File: config.mk
export PLATFORM = sky130hd
export DESIGN_NAME = fetch_top
export DESIGN_NICKNAME = d
export VERILOG_FILES = /design/src/rtl/mem_pkg.sv /design/src/rtl/fetch_pkg.sv /design/src/rtl/line_adapter.sv /design/src/rtl/fetch_ctrl.sv /design/src/rtl/inst_queue.sv /design/src/rtl/fetch_top.sv
export SDC_FILE = /design/constraint.sdc
export NUM_CORES = 1
export LEC_CHECK = 0
export BUFFER_PORTS_ARGS = -buffer_cell sky130_fd_sc_hd__buf_2
export CAP_MARGIN = 20
export CELL_PAD_IN_SITES_DETAIL_PLACEMENT = 0
export CELL_PAD_IN_SITES_GLOBAL_PLACEMENT = 1
export CORE_MARGIN = 3
export CORE_UTILIZATION = 48
export CTS_CLUSTER_DIAMETER = 100
export DETAILED_ROUTE_END_ITERATION = 10
export GPL_TIMING_DRIVEN = 0
export PLACE_DENSITY_LB_ADDON = 0.25
export SLEW_MARGIN = 5
export SYNTH_ARGS = -nofsm -noshare
export SYNTH_HDL_FRONTEND = slang
export SYNTH_HIERARCHICAL = 1
export SYNTH_SLANG_ARGS = --single-unit
File: constraint.sdc
create_clock -name clk -period 11.7 [get_ports clk]
set_clock_uncertainty 0.05 [all_clocks]
set_input_delay 2.34 -clock clk [delete_from_list [all_inputs] [get_ports clk]]
set_output_delay 2.34 -clock clk [all_outputs]
set_load 0.02 [all_outputs]
File: src/rtl/mem_pkg.sv
package mem_pkg;

    // burst memory moves four 64-bit beats per line
    localparam int BEAT_W         = 64;
    localparam int BEATS_PER_LINE = 4;
    localparam int LINE_W         = BEAT_W * BEATS_PER_LINE;

    typedef logic [BEAT_W-1:0] beat_t;
    typedef logic [LINE_W-1:0] line_t;

endpackage : mem_pkg

File: src/rtl/fetch_pkg.sv
package fetch_pkg;

    localparam int ADDR_W = 32;
    localparam int INST_W = 32;

    typedef logic [ADDR_W-1:0] addr_t;
    typedef logic [INST_W-1:0] inst_t;

    // one queue slot pairing pc and instruction
    typedef struct packed {
        addr_t pc;
        inst_t inst;
    } fetch_entry_t;

endpackage : fetch_pkg

File: src/rtl/line_adapter.sv
`timescale 1ns/1ps

module line_adapter
import mem_pkg::*;
(
    input  logic  clk,
    input  logic  rst,

    input  beat_t rdata_i,
    input  logic  rvalid_i,

    output line_t line_o,
    output logic  line_valid_o
);

    localparam int CNT_W = $clog2(BEATS_PER_LINE);

    logic [CNT_W-1:0] beat_cnt;
    line_t            line_q;

    // beat slot register
    always_ff @(posedge clk) begin
        if (rvalid_i) begin
            line_q[beat_cnt*BEAT_W +: BEAT_W] <= rdata_i;
        end
    end

    always_ff @(posedge clk) begin
        if (rst) begin
            beat_cnt     <= '0;
            line_valid_o <= 1'b0;
        end else begin
            line_valid_o <= 1'b0;
            if (rvalid_i) begin
                beat_cnt <= beat_cnt + 1'b1; // wraps after the last beat
                if (beat_cnt == CNT_W'(BEATS_PER_LINE - 1)) begin
                    line_valid_o <= 1'b1;
                end
            end
        end
    end

    assign line_o = line_q;

endmodule : line_adapter

File: src/rtl/fetch_ctrl.sv
`timescale 1ns/1ps

module fetch_ctrl
import mem_pkg::*;
import fetch_pkg::*;
#(
    parameter addr_t RESET_PC = 32'h0000_0000
)
(
    input  logic         clk,
    input  logic         rst,

    // burst memory request side
    input  logic         bmem_ready_i,
    output addr_t        bmem_addr_o,
    output logic         bmem_read_o,

    // assembled line from the adapter
    input  line_t        line_i,
    input  logic         line_valid_i,

    // instruction queue
    input  logic         full_i,
    output logic         enq_o,
    output fetch_entry_t enq_entry_o
);

    localparam int WORDS_PER_LINE = LINE_W / INST_W;
    localparam int SEL_W          = $clog2(WORDS_PER_LINE);
    localparam int OFFSET_W       = $clog2(LINE_W / 8);

    typedef enum logic [1:0] {
        REQ,
        WAIT,
        DRAIN
    } fetch_state_t;

    fetch_state_t           state, state_next;
    addr_t                  pc;
    line_t                  line_q;
    logic [SEL_W-1:0]       word_sel;
    logic                   last_word;

    assign word_sel  = pc[OFFSET_W-1:2];
    assign last_word = (word_sel == SEL_W'(WORDS_PER_LINE - 1));

    assign bmem_addr_o = {pc[ADDR_W-1:OFFSET_W], {OFFSET_W{1'b0}}};
    assign bmem_read_o = (state == REQ) && bmem_ready_i;

    assign enq_o             = (state == DRAIN) && !full_i;
    assign enq_entry_o.pc    = pc;
    assign enq_entry_o.inst  = line_q[word_sel*INST_W +: INST_W];

    always_comb begin
        state_next = state;
        unique case (state)
            REQ: begin
                if (bmem_ready_i) begin
                    state_next = WAIT;
                end
            end
            WAIT: begin
                if (line_valid_i) begin
                    state_next = DRAIN;
                end
            end
            DRAIN: begin
                // stall in place while the queue is full
                if (enq_o && last_word) begin
                    state_next = REQ;
                end
            end
            default: state_next = REQ;
        endcase
    end

    always_ff @(posedge clk) begin
        if (rst) begin
            state <= REQ;
            pc    <= RESET_PC;
        end else begin
            state <= state_next;
            if (enq_o) begin
                pc <= pc + addr_t'(4); // crosses into next line after word 7
            end
        end
    end

    // line held for the whole drain
    always_ff @(posedge clk) begin
        if ((state == WAIT) && line_valid_i) begin
            line_q <= line_i;
        end
    end

endmodule : fetch_ctrl

File: src/rtl/inst_queue.sv
`timescale 1ns/1ps

module inst_queue
import fetch_pkg::*;
#(
    parameter int unsigned QUEUE_DEPTH = 8
)
(
    input  logic         clk,
    input  logic         rst,

    input  logic         enq_i,
    input  fetch_entry_t enq_entry_i,

    input  logic         dequeue_i,
    output fetch_entry_t head_o,
    output logic         full_o,
    output logic         empty_o
);

    localparam int IDX_W = $clog2(QUEUE_DEPTH);

    fetch_entry_t     mem [QUEUE_DEPTH];
    logic [IDX_W:0]   head_ptr, tail_ptr; // extra bit tells full from empty
    logic             do_enq, do_deq;

    assign empty_o = (head_ptr == tail_ptr);
    assign full_o  = (head_ptr[IDX_W] != tail_ptr[IDX_W]) &&
                     (head_ptr[IDX_W-1:0] == tail_ptr[IDX_W-1:0]);

    assign do_deq = dequeue_i && !empty_o;         // dequeue on empty is dropped
    assign do_enq = enq_i && (!full_o || do_deq);

    assign head_o = mem[head_ptr[IDX_W-1:0]];

    always_ff @(posedge clk) begin
        if (do_enq) begin
            mem[tail_ptr[IDX_W-1:0]] <= enq_entry_i;
        end
    end

    always_ff @(posedge clk) begin
        if (rst) begin
            head_ptr <= '0;
            tail_ptr <= '0;
        end else begin
            if (do_enq) begin
                tail_ptr <= tail_ptr + 1'b1;
            end
            if (do_deq) begin
                head_ptr <= head_ptr + 1'b1;
            end
        end
    end

endmodule : inst_queue

File: src/rtl/fetch_top.sv
`timescale 1ns/1ps

module fetch_top
import mem_pkg::*;
import fetch_pkg::*;
#(
    parameter addr_t       RESET_PC    = 32'h1eceb008,
    parameter int unsigned QUEUE_DEPTH = 8
)
(
    input  logic         clk,
    input  logic         rst,

    output addr_t        bmem_addr_o,
    output logic         bmem_read_o,
    input  logic         bmem_ready_i,

    input  addr_t        bmem_raddr_i, // unused since beats come back in order
    input  beat_t        bmem_rdata_i,
    input  logic         bmem_rvalid_i,

    input  logic         dequeue_i,
    output fetch_entry_t head_o,
    output logic         empty_o,
    output logic         full_o
);

    line_t        line;
    logic         line_valid;
    logic         enq;
    fetch_entry_t enq_entry;

    line_adapter line_adapter_i (
        .clk          (clk),
        .rst          (rst),
        .rdata_i      (bmem_rdata_i),
        .rvalid_i     (bmem_rvalid_i),
        .line_o       (line),
        .line_valid_o (line_valid)
    );

    fetch_ctrl #(.RESET_PC(RESET_PC)) fetch_ctrl_i (
        .clk          (clk),
        .rst          (rst),
        .bmem_ready_i (bmem_ready_i),
        .bmem_addr_o  (bmem_addr_o),
        .bmem_read_o  (bmem_read_o),
        .line_i       (line),
        .line_valid_i (line_valid),
        .full_i       (full_o),
        .enq_o        (enq),
        .enq_entry_o  (enq_entry)
    );

    inst_queue #(.QUEUE_DEPTH(QUEUE_DEPTH)) inst_queue_i (
        .clk          (clk),
        .rst          (rst),
        .enq_i        (enq),
        .enq_entry_i  (enq_entry),
        .dequeue_i    (dequeue_i),
        .head_o       (head_o),
        .full_o       (full_o),
        .empty_o      (empty_o)
    );

endmodule : fetch_top

### After elaboration in Yosys (flattened, before gate mapping)

Memories as Yosys holds them, arrays and structs flattened. A register that Yosys moved wholly into a read port is not among the register bits.
Index checks and enable logic that the tools add are counted.

| word-level totals | value |
|---|---|
| register bits | 557 |
| bits in writable memories | 512 |
| input port bits | 101 |
| output and inout bits | 99 |
| word-level logic and storage cells | 51 |
| memories | 1 |

| operators by class | value |
|---|---|
| add/subtract/negate cells | 5 |
| equality and inequality tests | 10 |
| shift operators | 3 |
| multiplexer cells | 10 |
| bitwise gates (word level) | 1 |
| reductions and logical operators | 13 |

Memory list:

| memory | depth | width | rd ports | clocked after Yosys merged registers in | wr ports | RTL line | source |
|---|---|---|---|---|---|---|---|
| inst_queue_i.mem | 8 | 64 | 1 | 1 | 1 | inst_queue.sv:23 | `fetch_entry_t mem [QUEUE_DEPTH];` |

Operators by type and width:

| cell | count |
|---|---|
| 256-bit bitwise mux | 1 |
| 64-bit by 34-bit variable shift with 256-bit output (first input constant) | 1 |
| 256-bit by 9-bit indexed part select with 32-bit output | 1 |
| 64-bit by 34-bit indexed part select with 256-bit output | 1 |
| 8-bit negation with 34-bit output | 1 |
| 32-bit by 3-bit adder with 32-bit output (second input constant) | 1 |
| 4-bit by 1-bit adder with 4-bit output (second input constant) | 2 |
| 1-bit logical AND | 7 |
| 2-bit two-way mux | 3 |
| 3-bit two-way mux | 2 |
| 2-bit inequality test (second input constant) | 3 |
| 2-bit one-hot mux with 3 select lines | 1 |
| 2-bit equality test (second input constant) | 2 |
| 4-bit equality test | 1 |
| 3-bit equality test | 1 |
| 3-bit equality test (second input constant) | 1 |
| 1-bit two-way mux | 3 |
| 3-bit AND reduction | 1 |
| 2-bit by 1-bit adder with 2-bit output (second input constant) | 1 |
| 2-bit by 1-bit equality test with 1-bit output (second input constant) | 1 |
| 1-bit zero test | 2 |
| 2-bit zero test | 1 |
| 2-bit OR reduction | 1 |
| 1-bit logical OR | 1 |
| 2 further kinds | 2 |

### Depth between registers and ports, before layout

Gate-level depths: netlist (run 1).

| logic depth | value |
|---|---|
| word-level depth | 7 |
| mapped depth | 10 |
| depth with buffers taken out | 7 |

### By module

The synthesis (run 1) kept the hierarchy.

By module, submodules not included:

| module | instances | cells each | area each (µm²) | seq. area each (µm²) |
|---|---|---|---|---|
| inst_queue | 1 | 810 | 19822.8 | 15595.0 |
| fetch_ctrl | 1 | 589 | 11399.7 | 8328.0 |
| line_adapter | 1 | 585 | 9746.8 | 7747.4 |

### Worst setup path before layout (run 1)

No wires, ideal clock.

| timing path | value |
|---|---|
| kind | register to register |
| from | register fetch_ctrl_i.state[0] |
| to | register fetch_ctrl_i.line_q[0] (enable) |
| library setup time | 0.880 ns |
| data arrival time | 11.110 ns |
| data required time | 10.770 ns |
| path slack | -0.340 ns |
| cell stages (with the launch flop) | 3 |
| path buffers | 0 |
| period minus slack after synthesis | 12.040 ns |
| cells stage by stage | dfxtp_1 -> nand2_1 -> nor2_1 |

| between the ends | value |
|---|---|
| longest elaborated chain between the ends | 2 |

Ends and longest elaborated chain:

| item | RTL line | source |
|---|---|---|
| from (decl) | fetch_ctrl.sv:38 | `fetch_state_t state, state_next;` |
| from (signal assigned) | fetch_ctrl.sv:82 | `state <= state_next;` |
| 2-bit by 1-bit equality test with 1-bit output | fetch_ctrl.sv:91 | `if ((state == WAIT) && line_valid_i) begin` |
| 1-bit logical AND | fetch_ctrl.sv:91 |  |
| to (signal assigned) | fetch_ctrl.sv:92 | `line_q <= line_i;` |
| to (decl) | fetch_ctrl.sv:40 | `line_t line_q;` |

No other way between the ends.
A chain may end at the register's enable or synchronous reset.

==> impl_metrics.py, run 1 <==
metrics = {
    "run_status": {
        "outcome": "completed",
    },
    "clock_tree": {
        "cts_htree_levels": 3,
        "clock_path_buffers": 3,
        "cts.sinks": 1070,
        "cts_resized": 0,
        "cts_tree": "done",
        "clockRootBuffer": "clkbuf_16",
        "cts_buffers": 104,
        "post_cts_buffers": 0,
        "holdBufCountCts": 0,
        "path_clk_slew_ns": 0.06,
        "clk_latency_ns": 0.68,
    },
    "setup_path": {
        "max_stage_delay_ns": 0.71,
        "critPathRequiredTime_ns": 9.31,
        "cpMaxStageDelayCell": "buf_1",
        "r2r_slack_ns": 7.53,
        "path_cells": "buf_2 -> buf_1 -> mux4_2 -> mux2_2 -> buf_2",
        "cp.arrival_ns": 3.04,
        "worstSetupEndpointType": "output pin",
        "crit_family": "buffers and inverters",
        "crit_top_cell": "buf_2",
        "critPathMaxFanout": 10,
        "worstSetupStartpointType": "flip-flop",
        "critPathKind": "flip-flop to output pin",
        "path_buf_inv": 3,
    },
    "timing": {
        "finalWorstSetupSlack_ns": 6.274,
        "fin_crit_sh_pct": 46.37,
        "rsz0062_at_grt": "no",
        "slew_headroom_pct": 23.67,
        "finalSetupViolCount": 0,
        "fmax_ghz": 0.1843,
        "fin_crit_ns": 5.426,
        "setup_tns_ns": 0,
        "worstMarginPinSlew_ns": 1.145,
        "final_hold_viol_count": 0,
        "finalMaxSlewViolations": 0,
    },
    "synth": {
        "synth_area_mm2": 0.04097,
        "ys_seq_area_share_pct": 77.30,
        "yosysTopAreaCellShare_pct": 75.05,
        "yosys_most_used_dff": "edfxtp_1",
        "yosys-top-cells-area": "edfxtp_1 75%, mux4_2 11%, and3_1 2.9%",
        "synth_cells": 1984,
        "ys_seq_elements": 1070,
        "synth_top_cell_by_area": "edfxtp_1",
        "ys_types": 47,
        "synth-edff-count": 1024,
        "syn_area_per_cell_um2": 20.65,
        "ys_async_sr_fraction_pct": 0,
        "yosysWarnings": 6,
    },
    "floorplanning": {
        "die_area_mm2": 0.08889,
        "core_area_mm2": 0.08409,
        "die_w_um": 298.2,
        "die-height_um": 298.2,
        "io_pins": 200,
        "floorplan.initialDensity_pct": 48.72,
        "rows": 106,
    },
    "global_routing": {
        "globalRoute.totalOverflow": 0,
        "grtUsageTotal_pct": 21.76,
        "grt_pass1_vias": 20865,
        "antenna_found_initial": 7,
        "grt_pass1_wl_mm": 140.5,
        "grt_max_degree": 41,
    },
    "pwr": {
        "switchingPower_mw": 1.636,
        "leakagePower_nw": 15.77,
        "p_seq_share_pct": 54.1,
        "combPwrFrac_pct": 3.2,
        "internal_power_mw": 6.177,
        "peakVddDrop_mv": 0.1356,
        "power_density_mw_per_mm2": 164.0,
        "pwr-share-clk_pct": 42.7,
        "switching_share_pct": 20.94,
    },
    "final_layout": {
        "final_cell_mix": "1024 x edfxtp_1, 192 x mux4_2, 191 x and3_1, 174 x buf_2, 105 x clkbuf_16",
        "area_delta_synth_final_pct": 16.31,
        "final_common_cell": "edfxtp_1",
        "final_nets": 2439,
        "final_area_mm2": 0.04765,
        "fillCellCount": 6303,
        "regArea_mm2": 0.03167,
        "multi_input_area_mm2": 0.008488,
        "drive_gt1_share_pct": 32.00,
        "utilization_pct": 56.67,
    },
    "detailed_routing": {
        "dr_total_vias": 20166,
        "wl_met1_mm": 38.16,
        "wl_mm": 96.81,
        "first_pass_iters": 5,
        "wl_met2_mm": 49.41,
        "highest_layer": "met5",
        "wl_per_cell_um": 27.23,
        "drt-initial-drc-count": 1967,
        "met3_length_mm": 6.282,
        "postRouteAntennaNets": 0,
        "via_per_inst": 5.673,
        "drc": 0,
    },
    "placement": {
        "dpl_cell_area_mm2": 0.04417,
        "io_buffers": 162,
        "dp_hpwl_mm": 63.62,
        "place_ws_ns": 6.438,
        "gp_congestion": 0.7948,
    },
    "hold_path": {
        "hp-class": "flip-flop to flip-flop",
    },
    "flow_run": {
        "maxCapViolations": 0,
    },
}
==> synthesized netlist by cell type (7+ instances only) <==
cell type	n
buf_2	11
xnor2_1	11
nand4_1	8
clkbuf_1	66
mux4_2	192
nand2_1	16
buf_4	40
buf_1	9
edfxtp_1	1024
or4_1	17
inv_1	14
and2_1	69
dfxtp_1	46
a21oi_1	11
o21ai_0	7
nor2_1	23
buf_6	16
and3_1	191
o31ai_1	15
mux2_2	99
ha_1	10
nand3_1	22
==> path summary, 6_finish.rpt <==
check,from,end,cells after the start
worst max-delay path,flip-flop,head_o[35],5
worst max register to register,inst_queue_i/tail_ptr[1],inst_queue_i/mem[0][32],15
worst min-delay path,line_adapter_i/line_o[200],fetch_ctrl_i/line_q[200],0
worst min register to register,line_adapter_i/line_o[200],fetch_ctrl_i/line_q[200],0
==> registers in the layout (all words and copies together) (netlist names), named ones only <==
signal,cells
line_adapter_i/beat_cnt,2
fetch_ctrl_i/line_q,256
fetch_ctrl_i/state,2
inst_queue_i/tail_ptr,4
line_adapter_i/line_o,256
inst_queue_i/head_ptr,4
line_adapter_i/line_valid_o,1
inst_queue_i/mem,512
fetch_ctrl_i/pc,30
==> metrics by stage <==
stage          total power [mW]  hold slack, ns  instances
6_report                  7.813          0.3336       3555
2_1_floorplan             4.401          0.3503       1990
3_5_place_dp              4.552          0.3545       3356
5_1_grt                   8.036          0.3574       3553
3_3_place_gp              4.546          0.3508       3286
4_1_cts                   7.873          0.3384       3553
==> layout make-up <==
type	instances	area share, %
diodes	2	0.01050
flip-flops and latches	1070	66.47
clock inverters	72	1.528
multi-input cells	758	17.81
plain buffers	148	1.778
well taps	1134	2.978
repair buffers	232	3.561
clock buffers	125	5.756
inverters	14	0.1103
==> worst register-to-register path, stage by stage, from the launching register on <==
cell     delay, ns
dfxtp_1       0.33
buf_2         0.22
xnor2_1       0.13
nand4_1       0.17
inv_1         0.20
nor3b_1       0.64
buf_2         0.29
o21ai_0       0.29
nor4_2        0.25
buf_4         0.23
buf_4         0.20
buf_4         0.21
buf_4         0.20
buf_4         0.18
buf_4         0.18
buf_4         0.18
==> logic make-up after synthesis <==
family | after synthesis | share of synthesized area (%)
mux | 296 | 13.40
simple gates | 389 | 5.800
xor+xnor | 16 | 0.3420
buf+inv | 162 | 2.196
compound gates | 40 | 0.6475
flops | 1070 | 77.30
fa+ha+maj | 10 | 0.3054
other cells | 1 | 0.009153
==> power by group through the flow <==
stage	logic, mW	registers, mW	clock network [mW]
finish	0.249	4.23	3.34
global route	0.253	4.23	3.56
CTS	0.245	4.23	3.40
detailed placement	0.245	4.31	0
global placement	0.235	4.31	0
floorplan	0.0966	4.30	0
==> layer usage <==
metal	global-route usage (%)	vias to the layer above
met5	0	-
met4	7.387	2
met3	3.133	167
met2	37.53	708
met1	28.54	10571
li1	-	8718
Power figures use the tool's default switching activity.
==> inputs of run 2 (changes only) <==
==> constraint.sdc (replaced) <==
create_clock -name clk -period 4.6 [get_ports clk]
set_clock_uncertainty 0.05 [all_clocks]
set_input_delay 0.92 -clock clk [delete_from_list [all_inputs] [get_ports clk]]
set_output_delay 0.92 -clock clk [all_outputs]
set_load 0.02 [all_outputs]
==> run 2 against run 1 <==
  * Flip-flop and latch count is the same
  * Routed wire length is essentially flat
  * Critical path depth grew 6
  * Setup slack lost 5.8 ns
  * Via count grew 0.39%
  * Cell area grew 0.43%
  * Sequential share of layout area shrank 0.28 points
  * Cell count shrank 0.34%
  * Non-clock buffer count shrank 16
  * Clock-buffer cell count grew 12
  * Global-route usage grew 0.11 points
==> impl_metrics.py, run 2 (synthesized netlist as in run 1, its figures left out) <==
metrics = {
    "final_layout": {
        "area_delta_synth_final_pct": 16.80,
        "largest_reg_flops": 512,
        "final_nets": 2426,
        "final_common_cell": "edfxtp_1",
        "multi_input_area_mm2": 0.008529,
        "final_cell_mix": "1024 x edfxtp_1, 192 x mux4_2, 191 x and3_1, 173 x buf_2, 107 x clkbuf_16",
        "drive_gt1_share_pct": 31.28,
        "fillCellCount": 6345,
        "final_area_mm2": 0.04785,
        "regArea_mm2": 0.03167,
    },
    "floorplanning": {
        "rows": 106,
        "io_pins": 200,
        "die_w_um": 298.2,
        "floorplan.initialDensity_pct": 48.72,
        "die-height_um": 298.2,
        "core_area_mm2": 0.08409,
        "die_area_mm2": 0.08889,
    },
    "timing": {
        "worstMarginPinSlew_ns": 1.161,
        "finalMaxSlewViolations": 0,
        "finalWorstSetupSlack_ns": 0.4581,
        "rsz0062_at_grt": "no",
        "fmax_ghz": 0.2414,
        "fin_crit_ns": 4.142,
        "slew_headroom_pct": 22.59,
        "fin_crit_sh_pct": 90.04,
        "finalSetupViolCount": 0,
        "setup_tns_ns": 0,
        "final_hold_viol_count": 0,
    },
    "setup_path": {
        "critPathKind": "flip-flop to flip-flop",
        "reg2reg_from": "inst_queue_i/tail_ptr[2]",
        "crit_family": "simple AND/OR/NAND/NOR gates",
        "path_cells": "buf_2 -> xnor2_1 -> nand4_1 -> inv_1 -> nor3b_2 -> o21ai_0 -> nor4_4 -> buf_6 -> buf_8 -> buf_6 -> buf_8",
        "crit_start": "inst_queue_i/tail_ptr[2]",
        "worstSetupEndpointType": "flip-flop",
        "cp.arrival_ns": 4.46,
        "critPathRequiredTime_ns": 4.92,
        "critPathMaxFanout": 10,
        "worstSetupStartpointType": "flip-flop",
        "max_stage_delay_ns": 0.85,
        "path_buf_inv": 6,
        "cpMaxStageDelayCell": "nor4_4",
    },
    "clock_tree": {
        "cts_resized": 0,
        "post_cts_buffers": 0,
        "cts_tree": "done",
        "clock_path_buffers": 3,
        "cts.sinks": 1070,
        "clk_latency_ns": 0.68,
        "holdBufCountCts": 0,
        "cts_htree_levels": 3,
        "path_clk_slew_ns": 0.06,
        "clockRootBuffer": "clkbuf_16",
        "cts_buffers": 107,
    },
    "detailed_routing": {
        "first_pass_iters": 7,
        "drc": 0,
        "drt-initial-drc-count": 1836,
        "postRouteAntennaNets": 0,
        "wl_per_cell_um": 27.33,
        "wl_mm": 96.82,
        "via_per_inst": 5.714,
        "dr_total_vias": 20244,
    },
    "pwr": {
        "power_density_mw_per_mm2": 414.9,
        "peakVddDrop_mv": 0.3240,
        "total_power_mw": 19.85,
        "leakagePower_nw": 15.73,
    },
    "hold_path": {
        "hp-class": "flip-flop to flip-flop",
        "worstHoldStart": "line_adapter_i/line_o[206]",
    },
    "global_routing": {
        "grt_pass1_vias": 20861,
        "globalRoute.totalOverflow": 0,
        "grt_pass1_wl_mm": 141.1,
        "grt_max_degree": 40,
        "grtUsageTotal_pct": 21.86,
        "antenna_found_initial": 9,
    },
    "flow_run": {
        "maxCapViolations": 0,
    },
    "placement": {
        "place_ws_ns": 0.4147,
        "gp_congestion": 0.8157,
        "dpl_cell_area_mm2": 0.04438,
        "io_buffers": 162,
        "dp_hpwl_mm": 64.17,
    },
    "run_status": {
        "outcome": "completed",
    },
}
## run 2: cell count changes in the layout (fill, tap and decap cells not counted), moves of 3 or more
cell	delta
buf_4	-28
nor3_4	+4
clkinv_2	-7
nor3_2	-4
buf_16	+12
clkbuf_8	-3
buf_6	-12
clkbuf_1	+13
buf_8	+16
buf_12	-3
## run 2: power by group
part,internal (mW),switching (mW),leakage (nW)
clock,4.85,3.63,1.67
sequential,10.7,0.0329,9.42
combinational,0.136,0.492,4.64
## run 2: path summary, 6_finish.rpt
kind	slack, ns	cells past startpoint	to
worst min register to register	0.34	0	fetch_ctrl_i/line_q[206]
worst max register to register	0.46	11	inst_queue_i/mem[0][31]
worst max-delay path	0.46	11	inst_queue_i/mem[0][31]
worst min-delay path	0.34	0	fetch_ctrl_i/line_q[206]
## run 2: per-layer routing
metal / vias up / share of wire [%] / track usage (%)
met5: - / 0.035 / 0
met4: 4 / 2.2 / 5.842
met3: 145 / 6.1 / 3.541
met2: 712 / 52 / 37.69
met1: 10670 / 40 / 29.12
li1: 8713 / - / -
## run 2: final cells by class
cell class	count	share of cell area, %
Clock inverter	64	1.401
Timing Repair Buffer	216	3.880
Antenna cell	2	0.01046
Buffer	148	1.770
Sequential cell	1070	66.19
Clock buffer	137	5.852
Tap cell	1134	2.965
Multi-Input combinational cell	758	17.82
Inverter	14	0.1098
## run 2: through the flow
step	utilization, %	hold WS, ns	cells
detailed placement	52.78	0.3545	3340
CTS	56.90	0.3315	3541
floorplan	-	0.3503	1990
global placement	51.46	0.3507	3286
finish	56.91	0.3356	3543
global route	56.90	0.3452	3541
